[config.mk]
export PLATFORM = sky130hd
export DESIGN_NAME = lcdSubsystem
export DESIGN_NICKNAME = d
export VERILOG_FILES = /design/src/logic/lcdPkg.sv /design/src/logic/lcdBusTimer.sv /design/src/logic/lcdArbiter.sv /design/src/logic/apbLcdPort.sv /design/src/logic/fillEngine.sv /design/src/logic/lcdSubsystem.sv
export SDC_FILE = /design/constraint.sdc
export NUM_CORES = 1
export LEC_CHECK = 0
export BUFFER_PORTS_ARGS = -buffer_cell sky130_fd_sc_hd__buf_2
export CORE_ASPECT_RATIO = 0.8
export CORE_MARGIN = 3
export CORE_UTILIZATION = 30
export DETAILED_ROUTE_END_ITERATION = 10
export GPL_ROUTABILITY_DRIVEN = 0
export PLACE_DENSITY = 0.51
export SETUP_SLACK_MARGIN = 0.02
export SLEW_MARGIN = 20
export SYNTH_ARGS = -nofsm -noshare
export SYNTH_HDL_FRONTEND = slang
export SYNTH_SLANG_ARGS = --single-unit
[constraint.sdc]
create_clock -name clk -period 2.2 [get_ports clk]
set_clock_uncertainty 0.05 [all_clocks]
set_input_delay 0.11 -clock clk [delete_from_list [all_inputs] [get_ports clk]]
set_output_delay 0.11 -clock clk [all_outputs]
set_load 0.1 [all_outputs]
[src/logic/lcdPkg.sv]
package lcdPkg;

	////////////////////////////////////////////////////////////////////////////
	// Panel bus timing in clock cycles
	////////////////////////////////////////////////////////////////////////////

	localparam int rsCycles = 5;    // RS and data settle before the strobe.
	localparam int wrCycles = 10;   // Write strobe low time.
	localparam int rdCycles = 100;  // Read strobe low time, also read recovery.

	// The read strobe is the longest phase to count.
	localparam int cntWidth = $clog2(rdCycles);

	typedef logic [cntWidth-1:0] cycleCnt;

	////////////////////////////////////////////////////////////////////////////
	// Register map and panel commands
	////////////////////////////////////////////////////////////////////////////

	localparam logic [2:0] apbInstrOffset = 3'b000;  // RS low.
	localparam logic [2:0] apbDataOffset  = 3'b100;  // RS high.

	localparam logic [15:0] ramWriteCmd = 16'h2C00;  // Memory write.

	////////////////////////////////////////////////////////////////////////////
	// Handshake payloads
	////////////////////////////////////////////////////////////////////////////

	typedef struct packed {
		logic        isData;   // RS level.
		logic        isWrite;
		logic [15:0] wdata;
	} lcdReq;

	typedef struct packed {
		logic [15:0] rdata;    // Valid while ack is high after a read.
	} lcdRsp;

endpackage

[src/logic/lcdBusTimer.sv]
module lcdBusTimer (
	input  logic          clk,
	input  logic          nrst,
	input  logic          busReq,
	input  lcdPkg::lcdReq req,
	output logic          busAck,
	output lcdPkg::lcdRsp rsp,
	output logic          lcdCsel,
	output logic          lcdRs,
	output logic          lcdWr,
	output logic          lcdRd,
	input  logic [15:0]   lcdDataIn,
	output logic [15:0]   lcdDataOut,
	output logic [15:0]   lcdDataZ
);

	typedef enum logic [2:0] {
		tsIdle,
		tsSetup,
		tsAccess,
		tsAckWait,
		tsRecovery
	} timerState;

	timerState       state;
	lcdPkg::cycleCnt cnt;
	lcdPkg::cycleCnt rsLast;
	lcdPkg::cycleCnt accessLast;
	logic            curWrite;
	logic            accessDone;

	assign rsLast = lcdPkg::cycleCnt'(lcdPkg::rsCycles - 1);
	assign accessLast = curWrite ? lcdPkg::cycleCnt'(lcdPkg::wrCycles - 1) :
		lcdPkg::cycleCnt'(lcdPkg::rdCycles - 1);  // Recovery reuses the access length.
	assign accessDone = (state == tsAccess) && (cnt == accessLast);

	////////////////////////////////////////////////////////////////////////////
	// Phase sequencer
	////////////////////////////////////////////////////////////////////////////

	always_ff @(posedge clk or negedge nrst) begin
		if (!nrst) begin
			state <= tsIdle;
			cnt <= '0;
			busAck <= 1'b0;
			lcdCsel <= 1'b1;
			lcdRs <= 1'b0;
			lcdWr <= 1'b1;
			lcdRd <= 1'b1;
			lcdDataZ <= 16'hFFFF;
		end else begin
			case (state)
				tsIdle: begin
					if (busReq) begin
						lcdRs <= req.isData;
						lcdDataZ <= req.isWrite ? 16'h0000 : 16'hFFFF;  // Drive writes only.
						cnt <= '0;
						state <= tsSetup;
					end
				end
				tsSetup: begin
					if (cnt == rsLast) begin
						cnt <= '0;
						lcdCsel <= 1'b0;
						lcdWr <= !curWrite;
						lcdRd <= curWrite;
						state <= tsAccess;
					end else begin
						cnt <= cnt + 1'b1;
					end
				end
				tsAccess: begin
					if (accessDone) begin
						cnt <= '0;
						lcdWr <= 1'b1;  // Panel latches on this edge.
						lcdRd <= 1'b1;
						busAck <= 1'b1;
						state <= tsAckWait;
					end else begin
						cnt <= cnt + 1'b1;
					end
				end
				tsAckWait: begin
					if (!busReq) begin
						busAck <= 1'b0;
						state <= tsRecovery;
					end
				end
				tsRecovery: begin
					if (cnt == accessLast) begin
						cnt <= '0;
						lcdCsel <= 1'b1;  // Back to idle pin levels.
						lcdRs <= 1'b0;
						lcdDataZ <= 16'hFFFF;
						state <= tsIdle;
					end else begin
						cnt <= cnt + 1'b1;
					end
				end
				default: begin
					state <= tsIdle;
				end
			endcase
		end
	end

	// Request payload and captured read word.
	always_ff @(posedge clk) begin
		if (state == tsIdle && busReq) begin
			curWrite <= req.isWrite;
			lcdDataOut <= req.wdata;
		end
		if (accessDone && !curWrite) begin
			rsp.rdata <= lcdDataIn;  // Sampled before RD rises.
		end
	end

endmodule

[src/logic/lcdArbiter.sv]
module lcdArbiter (
	input  logic          clk,
	input  logic          nrst,
	input  logic          apbReq,
	input  lcdPkg::lcdReq apbCmd,
	output logic          apbAck,
	input  logic          fillReq,
	input  lcdPkg::lcdReq fillCmd,
	output logic          fillAck,
	output logic          busReq,
	output lcdPkg::lcdReq busCmd,
	input  logic          busAck
);

	logic active;      // A peer holds the bus.
	logic owner;       // Set for the fill engine.
	logic lastWinner;  // Owner of the last finished transaction.
	logic pick;
	logic sel;
	logic winnerReq;

	// Alternate on a tie, otherwise take whoever asks.
	always_comb begin
		if (apbReq && fillReq) begin
			pick = !lastWinner;
		end else begin
			pick = fillReq;
		end
	end

	assign sel = active ? owner : pick;  // Grant in the same cycle from idle.
	assign winnerReq = sel ? fillReq : apbReq;

	assign busReq = winnerReq;
	assign busCmd = sel ? fillCmd : apbCmd;
	assign apbAck = busAck && !sel;
	assign fillAck = busAck && sel;

	always_ff @(posedge clk or negedge nrst) begin
		if (!nrst) begin
			active <= 1'b0;
			owner <= 1'b0;
			lastWinner <= 1'b1;  // APB wins the first tie.
		end else if (!active) begin
			if (apbReq || fillReq) begin
				active <= 1'b1;
				owner <= pick;
			end
		end else if (!winnerReq && !busAck) begin
			active <= 1'b0;  // Four-phase cycle closed.
			lastWinner <= owner;
		end
	end

endmodule

[src/logic/apbLcdPort.sv]
module apbLcdPort (
	input  logic          clk,
	input  logic          nrst,
	input  logic [31:0]   paddr,
	input  logic          psel,
	input  logic          penable,
	input  logic          pwrite,
	input  logic [31:0]   pwdata,
	output logic          pready,
	output logic          pslverr,
	output logic [31:0]   prdata,
	output logic          portReq,
	output lcdPkg::lcdReq portCmd,
	input  logic          portAck,
	input  lcdPkg::lcdRsp rsp
);

	logic [2:0] offset;
	logic       mapped;
	logic       access;
	logic       startReq;

	assign offset = paddr[2:0];
	assign mapped = (offset == lcdPkg::apbInstrOffset) || (offset == lcdPkg::apbDataOffset);
	assign access = psel && penable;

	// Wait for the previous ack to fall before asking again.
	assign startReq = access && mapped && !portReq && !portAck;

	////////////////////////////////////////////////////////////////////////////
	// APB response
	////////////////////////////////////////////////////////////////////////////

	assign pslverr = access && !mapped;
	assign pready = pslverr || (portReq && portAck);
	assign prdata = {16'h0000, rsp.rdata};

	////////////////////////////////////////////////////////////////////////////
	// Panel request
	////////////////////////////////////////////////////////////////////////////

	always_ff @(posedge clk or negedge nrst) begin
		if (!nrst) begin
			portReq <= 1'b0;
		end else if (!penable) begin
			portReq <= 1'b0;  // Master has taken pready.
		end else if (startReq) begin
			portReq <= 1'b1;
		end
	end

	// Held stable for the whole handshake.
	always_ff @(posedge clk) begin
		if (startReq) begin
			portCmd.isData <= (offset == lcdPkg::apbDataOffset);
			portCmd.isWrite <= pwrite;
			portCmd.wdata <= pwdata[15:0];
		end
	end

endmodule

[src/logic/fillEngine.sv]
module fillEngine (
	input  logic          clk,
	input  logic          nrst,
	input  logic          fillStart,
	input  logic [15:0]   pixelCount,
	input  logic [15:0]   color,
	output logic          busy,
	output logic          fillReq,
	output lcdPkg::lcdReq fillCmd,
	input  logic          fillAck
);

	typedef enum logic [1:0] {
		fsIdle,
		fsReq,
		fsWait
	} fillState;

	fillState    state;
	logic        sendCmd;    // Next word is the memory-write command.
	logic [15:0] remaining;  // Colour words still to send.
	logic [15:0] colorReg;
	logic        moreWords;

	assign busy = (state != fsIdle);
	assign fillReq = (state == fsReq);
	assign moreWords = sendCmd ? (remaining != 16'd0) : (remaining != 16'd1);

	always_comb begin
		fillCmd.isData = !sendCmd;
		fillCmd.isWrite = 1'b1;
		fillCmd.wdata = sendCmd ? lcdPkg::ramWriteCmd : colorReg;
	end

	always_ff @(posedge clk or negedge nrst) begin
		if (!nrst) begin
			state <= fsIdle;
			sendCmd <= 1'b0;
			remaining <= 16'd0;
		end else begin
			case (state)
				fsIdle: begin
					if (fillStart) begin
						remaining <= pixelCount;
						sendCmd <= 1'b1;
						state <= fsReq;
					end
				end
				fsReq: begin
					if (fillAck) begin
						state <= fsWait;
					end
				end
				fsWait: begin
					if (!fillAck) begin
						if (!sendCmd) begin
							remaining <= remaining - 16'd1;
						end
						sendCmd <= 1'b0;
						state <= moreWords ? fsReq : fsIdle;  // Zero count stops after the command.
					end
				end
				default: begin
					state <= fsIdle;
				end
			endcase
		end
	end

	always_ff @(posedge clk) begin
		if (state == fsIdle && fillStart) begin
			colorReg <= color;
		end
	end

endmodule

[src/logic/lcdSubsystem.sv]
module lcdSubsystem (
	input  logic        clk,
	input  logic        nrst,
	input  logic [31:0] paddr,
	input  logic        psel,
	input  logic        penable,
	input  logic        pwrite,
	input  logic [31:0] pwdata,
	output logic        pready,
	output logic        pslverr,
	output logic [31:0] prdata,
	input  logic        fillStart,
	input  logic [15:0] pixelCount,
	input  logic [15:0] color,
	output logic        busy,
	output logic        lcdNrst,
	output logic        lcdCsel,
	output logic        lcdRs,
	output logic        lcdWr,
	output logic        lcdRd,
	input  logic [15:0] lcdDataIn,
	output logic [15:0] lcdDataOut,
	output logic [15:0] lcdDataZ
);

	logic          apbReq;
	logic          apbAck;
	lcdPkg::lcdReq apbCmd;
	logic          fillReq;
	logic          fillAck;
	lcdPkg::lcdReq fillCmd;
	logic          busReq;
	logic          busAck;
	lcdPkg::lcdReq busCmd;
	lcdPkg::lcdRsp busRsp;

	assign lcdNrst = nrst;  // Panel reset follows the system reset.

	////////////////////////////////////////////////////////////////////////////
	// Bus peers
	////////////////////////////////////////////////////////////////////////////

	apbLcdPort apbPort (
		.clk(clk),
		.nrst(nrst),
		.paddr(paddr),
		.psel(psel),
		.penable(penable),
		.pwrite(pwrite),
		.pwdata(pwdata),
		.pready(pready),
		.pslverr(pslverr),
		.prdata(prdata),
		.portReq(apbReq),
		.portCmd(apbCmd),
		.portAck(apbAck),
		.rsp(busRsp)
	);

	fillEngine fill (
		.clk(clk),
		.nrst(nrst),
		.fillStart(fillStart),
		.pixelCount(pixelCount),
		.color(color),
		.busy(busy),
		.fillReq(fillReq),
		.fillCmd(fillCmd),
		.fillAck(fillAck)
	);

	////////////////////////////////////////////////////////////////////////////
	// Arbitration and panel timing
	////////////////////////////////////////////////////////////////////////////

	lcdArbiter arbiter (
		.clk(clk),
		.nrst(nrst),
		.apbReq(apbReq),
		.apbCmd(apbCmd),
		.apbAck(apbAck),
		.fillReq(fillReq),
		.fillCmd(fillCmd),
		.fillAck(fillAck),
		.busReq(busReq),
		.busCmd(busCmd),
		.busAck(busAck)
	);

	lcdBusTimer timer (
		.clk(clk),
		.nrst(nrst),
		.busReq(busReq),
		.req(busCmd),
		.busAck(busAck),
		.rsp(busRsp),
		.lcdCsel(lcdCsel),
		.lcdRs(lcdRs),
		.lcdWr(lcdWr),
		.lcdRd(lcdRd),
		.lcdDataIn(lcdDataIn),
		.lcdDataOut(lcdDataOut),
		.lcdDataZ(lcdDataZ)
	);

endmodule

* Yosys cells after proc, flatten, opt, wreduce, memory -nomap -nowiden
Cells that the tools add are included.
** Word-level totals
- Flip-flop bits (word level) :: 121
- Input bits :: 118
- Output and inout bits :: 72
- Logic and storage cells :: 145
** Cells by class
- $add $sub $neg :: 2
- Eq/ne operators :: 20
- Mux-type cells :: 52
- Bitwise logic cells :: 1
- Reduce and logical (&&, ||, !) cells :: 48
** Operators by type and width (number)
- $mux W16 :: 7
- $pmux W16 S2 :: 2
- $mux W7 :: 5
- $pmux W7 S4 :: 1
- $mux W1 :: 20
- $mux W18 :: 1
- $reduce_and A3 Y1 :: 6
- $ne A16 B1 Y1 const B :: 1
- $reduce_bool A16 Y1 :: 1
- $sub A16 B1 Y16 const B :: 1
- $mux W3 :: 5
- $pmux W3 S5 :: 1
- $logic_and A1 B1 Y1 :: 14
- $pmux W1 S2 :: 6
- $reduce_bool A2 Y1 :: 6
- $ne A2 B1 Y1 const B :: 5
- $ne A2 B2 Y1 const B :: 5
- $logic_not A1 Y1 :: 9
- $add A7 B1 Y7 const B :: 1
- $eq A7 B3 Y1 const B :: 1
- $eq A7 B7 Y1 :: 1
- $eq A3 B2 Y1 const B :: 2
- $eq A3 B3 Y1 const B :: 2
- $logic_not A3 Y1 :: 2
- other kinds (12) :: 18

* Logic depth before layout (Yosys ltp)
- Word-level depth :: 10
- Depth in mapped cells :: 7
- Mapped depth without buffers :: 7

* Hierarchy
Synthesis repeated with hierarchy kept, for this count alone.
** Unflattened totals
- Cell total of the unflattened synthesis :: 439
- Area total of the unflattened synthesis :: 5301.3 um^2
** By module, submodules not included
- lcdBusTimer :: times used 1, cells each 153, area each 2103.3 um^2, seq. area each 1396.3 um^2
- fillEngine :: times used 1, cells each 183, area each 1820.5 um^2, seq. area each 955.9 um^2
- apbLcdPort :: times used 1, cells each 61, area each 875.8 um^2, seq. area each 565.5 um^2
- lcdArbiter :: times used 1, cells each 41, area each 494.2 um^2, seq. area each 76.3 um^2
- lcdSubsystem :: times used 1, cells each 1, area each 7.5 um^2, seq. area each 0.0 um^2

* Worst setup path after synthesis
Ideal clock, no wire load.
- Path kind :: register to register
- Start point :: register fill.state[1]
- End point :: register apbPort.portCmd[0] in the netlist's numbering (enable)
- Setup time :: 0.394 ns
- Arrival :: 1.973 ns
- Required time :: 1.756 ns
- Path slack :: -0.216 ns
- Cell stages (with the launch flop) :: 5
- Buffers on the path :: 1
- Clock period less this slack :: 2.416 ns
- Cells stage by stage :: dfrtp_1 > nand2b_1 > o31a_1 > buf_2 > a211oi_2
** On the way
- Cells in the longest elaborated chain, start to end :: 8
** RTL lines
- start: declaration :: RTL line fillEngine.sv:19 : fillState state;
- start signal: assignment :: RTL line fillEngine.sv:37 : state <= fsIdle;
- start signal: assignment :: RTL line fillEngine.sv:46 : state <= fsReq;
- start signal: assignment :: RTL line fillEngine.sv:51 : state <= fsWait;
- $eq A2 B1 Y1 * :: RTL line fillEngine.sv:26 : assign fillReq = (state == fsReq);
- $logic_and A1 B1 Y1 :: RTL line lcdArbiter.sv:24 : if (apbReq && fillReq) begin
- $mux W1 * :: RTL line lcdArbiter.sv:24
- $mux W1 * :: RTL line lcdArbiter.sv:31 : assign sel = active ? owner : pick;
- $logic_not A1 Y1 * :: RTL line lcdArbiter.sv:36 : assign apbAck = busAck && !sel;
- $logic_and A1 B1 Y1 * :: RTL line lcdArbiter.sv:36
- $logic_not A1 Y1 * :: RTL line apbLcdPort.sv:28 : assign startReq = access && mapped && !portReq && !portAck;
- $logic_and A1 B1 Y1 * :: RTL line apbLcdPort.sv:28
- via apbPort.startReq :: RTL line apbLcdPort.sv:21 : logic startReq;
- end: declaration :: RTL line apbLcdPort.sv:13 : output lcdPkg::lcdReq portCmd,
The timed path passes the listed nets; every way through them passes the cells marked *.
A chain may end at the register's enable or synchronous reset.

* Final worst setup path
- Start point :: register fill.state[0]
- End point :: output port pready
** On the way
- Cells in the longest elaborated chain, start to end :: 8
** RTL lines
- $eq A2 B1 Y1 * :: RTL line fillEngine.sv:26
- $logic_and A1 B1 Y1 :: RTL line lcdArbiter.sv:24
- $mux W1 * :: RTL line lcdArbiter.sv:24
- $mux W1 * :: RTL line lcdArbiter.sv:31
- $logic_not A1 Y1 * :: RTL line lcdArbiter.sv:36
- $logic_and A1 B1 Y1 * :: RTL line lcdArbiter.sv:36
- $logic_and A1 B1 Y1 * :: RTL line apbLcdPort.sv:35 : assign pready = pslverr || (portReq && portAck);
- $logic_or A1 B1 Y1 * :: RTL line apbLcdPort.sv:35
- end: declaration :: RTL line lcdSubsystem.sv:9 : output logic pready,
Mark *: on every way between the ends. The rest lies on a longest branch, timed or not.

==> results.sh <==
export IMPL_outcome="finished, final reports clean"
export IMPL_die_area_sq_um=18100
export IMPL_seq_area_frac_synth_pct=60.5
export IMPL_synth_warnings=0
export IMPL_min_from="pixelCount[8]"
export IMPL_p_per_area_nw_per_um2=1400
export IMPL_core_sq_um=16000
export IMPL_io_pins=190
export IMPL_reg2reg_from="timer.cnt[3]"
export IMPL_vias=3791
export IMPL_wire_per_inst_um=13.8
export IMPL_ir_worst_vdd_mv=0.555
export IMPL_path_cells="nand2b_4 -> o31a_1 -> buf_4 -> a31o_2 -> buf_12"
export IMPL_start_util_pct=31.0
export IMPL_synth_area_leaders="edfxtp_1, dfrtp_1, buf_4, o21ai_0, nor2_1"
export IMPL_dp_slack_ps=274
export IMPL_dr_pass1_iters=4
export IMPL_syn2layout_area_growth_pct=35.8
export IMPL_via_per_inst=4.54
export IMPL_crit_type="reg -> out"
export IMPL_crit_slowest_cell="dfrtp_1"
export IMPL_yosysTopAreaCell="edfxtp_1"
export IMPL_seqCellArea_sq_um=3000
export IMPL_cts_tree="built"
export IMPL_dp_hpwl_mm=7.92
export IMPL_hold_end="fill.remaining[8]"
export IMPL_avgSynthCellArea_sq_um=11.6
export IMPL_ys_seq_elements=106
export IMPL_drc=0
export IMPL_tns_ps=0
export IMPL_clock_sinks=106
export IMPL_grt_first_pass_wirelength_mm=18.7
export IMPL_worstPathRequired_ps=2040
export IMPL_tightest_slew_ps=530
export IMPL_die_w_um=150
export IMPL_drt_iter0_drc=208
export IMPL_final_hold_viol_count=0
export IMPL_track_usage_pct=13.1
export IMPL_grt_max_degree=40
export IMPL_gr_total_overflow=0
export IMPL_hp_class="in -> reg"
export IMPL_rsz0062_at_grt="no"
export IMPL_ant_nets=0
export IMPL_drv_cap=0
export IMPL_critPathCaptureType="primary output"
export IMPL_netlist_area_sq_um=4950
export IMPL_grt_pass1_vias=3773
export IMPL_fill_cells=1535
export IMPL_worstReg2RegEnd="timer.rsp[2]"
export IMPL_antenna_cells=0
export IMPL_placed_area_sq_um=5790
export IMPL_maxSlewViolCount=0
export IMPL_rrSetupSlack_ps=260
export IMPL_cts_inserted_buffers=9
export IMPL_synth_main_ff_cell="edfxtp_1"
export IMPL_nNetsFinal=738
export IMPL_clk_insertion_delay_late_ps=350
export IMPL_ys_types=66
export IMPL_cts_max_path_buffers=2
export IMPL_syn_inst=427
export IMPL_max_freq_mhz=482
export IMPL_clk_pin_slew_ps=70
export IMPL_cp_arrival_ps=1910
export IMPL_multiInputGateArea_sq_um=1670
export IMPL_async_flop_share_pct=36.8
export IMPL_synth_edf_count=67
export IMPL_finalSetupViolCount=0
export IMPL_num_rows=41
export IMPL_antenna_found_initial=0
export IMPL_die_h_um=121
export IMPL_fin_area_sq_um=6720
export IMPL_relSlewSlack_pct=64.7
export IMPL_drive_gt1_share_pct=31.1
export IMPL_htree_levels=3
export IMPL_netlist_area_leader_share_pct=40.6
export IMPL_io_buffers=128
export IMPL_critPathMaxStageDelay_ps=470
export IMPL_r2r_cells=5
export IMPL_root_buffer="clkbuf_16"
export IMPL_post_route_min_period_ps=2070
export IMPL_start_kind="flip-flop"
export IMPL_critPathMaxFanout=17
export IMPL_worst_slack_ps=127
export IMPL_fin_crit_sh_pct=94.2
export IMPL_holdPathStages=3
export IMPL_drt_total_wl_mm=11.5
export IMPL_total_leakage_power_nw=2.80
[stage by stage]
step,hold WS [ps],utilization [%],total power (W),instances
after global routing,17.6,42.1,0.00998,835
after global placement,183,36.3,0.00765,757
final,22.2,42.1,0.00943,835
after floorplan,-236,-,0.00699,442
after detailed placement,185,36.3,0.00770,757
after CTS,9.64,42.0,0.00950,832
[cell families (layout without fill, tap and decap cells)]
| group | Yosys count | in the layout | synth area share (%) |
|---|---|---|---|
| simple gates | 140 | 140 | 14.8 |
| compound gates | 111 | 111 | 14.7 |
| flops | 106 | 106 | 60.5 |
| buf+inv | 57 | 235 | 7.33 |
| fa+ha+maj | 5 | 5 | 1.26 |
| mux | 5 | 5 | 1.04 |
| xor+xnor | 2 | 2 | 0.354 |
| other cells | 1 | 16 | 0.0757 |
[synth_stat cells (2+ instances only)]
master and count:
and2_1 5, dfstp_2 5, o21ai_1 3, buf_2 3, a22oi_1 6, dfrtp_1 34, and3b_1 2, o32a_1 2
buf_6 2, edfxtp_1 67, nor3_1 9, nand3_1 8, or2_2 2, a32oi_1 4, nor2_1 39, o22ai_1 5
xor2_1 2, o21a_1 2, a22o_1 4, clkbuf_1 9, buf_4 32, inv_1 10, o21ai_0 40, a31o_2 2
mux2i_1 4, nand2b_1 19, a21oi_1 20, o2bb2ai_1 2, and3_1 5, or3_1 2, a31oi_1 3, ha_1 5
nand2_1 30, a221o_1 4, nor4_1 4, o31ai_1 2
[placed cells by master, fill, tap and decap left out, types with 3 or more instances in the layout]
cell type,netlist,layout
a21oi_1,20,20
a221o_1,4,4
a22o_1,4,4
a22oi_1,6,6
a31oi_1,3,3
a32oi_1,4,4
and2_1,5,5
and3_1,5,5
buf_12,0,3
buf_2,3,127
buf_4,32,20
clkbuf_16,0,9
conb_1,1,16
dfrtp_1,34,33
dfstp_2,5,5
dlygate4sd3_1,0,59
edfxtp_1,67,67
ha_1,5,5
inv_1,10,10
mux2i_1,4,4
nand2_1,30,30
nand2b_1,19,18
nand3_1,8,8
nor2_1,39,37
nor2_2,1,3
nor3_1,9,9
nor4_1,4,4
o21ai_0,40,40
o21ai_1,3,3
o22ai_1,5,5
[registers in the layout, summed over array words and instances, names as in the netlist]
| register | flops |
|---|---|
| apbPort.portCmd | 18 |
| fill.colorReg | 16 |
| fill.remaining | 16 |
| timer.lcdDataOut | 16 |
| timer.rsp | 16 |
| timer.cnt | 7 |
| timer.state | 3 |
| fill.state | 2 |
| apbPort.portReq | 1 |
| arbiter.active | 1 |
| arbiter.lastWinner | 1 |
| arbiter.owner | 1 |
| fill.sendCmd | 1 |
| timer.busAck | 1 |
| timer.curWrite | 1 |
| timer.lcdCsel | 1 |
| timer.lcdDataZ | 1 |
| timer.lcdRd | 1 |
| timer.lcdRs | 1 |
| timer.lcdWr | 1 |
[where the power goes]
group	switching (W)	internal, W	total (W)
Clock	0.000735	0.000950	0.00169
Sequential	0.000378	0.00265	0.00303
Combinational	0.00357	0.00114	0.00471
[critical path: cells and delay by family (launching register included)]
kind / cells / cell delay [ps]
compound gates: 2 / 610
flops: 1 / 470
buf+inv: 2 / 370
simple gates: 1 / 110
[area by class of cell]
| cell class | instances | share of cell area [%] |
|---|---|---|
| well taps | 215 | 4.00 |
| flip-flops and latches | 106 | 44.5 |
| multi-input cells | 279 | 24.9 |
| clock buffers | 11 | 3.76 |
| repair buffers | 209 | 21.4 |
| clock inverters | 5 | 0.912 |
| inverters | 10 | 0.558 |
[per-layer routing]
| metal | GRT usage (%) | up-vias | wire length [um] |
|---|---|---|---|
| met1 | 18.0 | 1761 | 5450 |
| met2 | 20.2 | 120 | 5190 |
| met3 | 3.40 | 16 | 690 |
| met4 | 4.35 | 0 | 203 |
| met5 | 0 | - | 0 |
| li1 | - | 1894 | - |
[worst max path at each step]
stage / start / to / slack, ps
global placement: timer.cnt[0] / timer.cnt[2] / 270
finish: fill.state[0] / pready / 130
detailed placement: timer.cnt[0] / timer.cnt[2] / 270
CTS: fill.state[1] / pready / 20
floorplan: fill.state[1] / apbPort.portCmd[0] / 40
global route: fill.state[0] / pready / 40
[timing repair]
action | 4_1_cts | 5_1_grt
hold endpoints to repair | 92 | 0
setup buffers | 0 | 3
pin swaps | 0 | 1
setup endpoints to repair | 1 | 1
hold buffers | 59 | 0
gates resized for setup | 1 | 2
gates cloned | 0 | 0
Note: power is estimated with default switching activity, not from simulation.
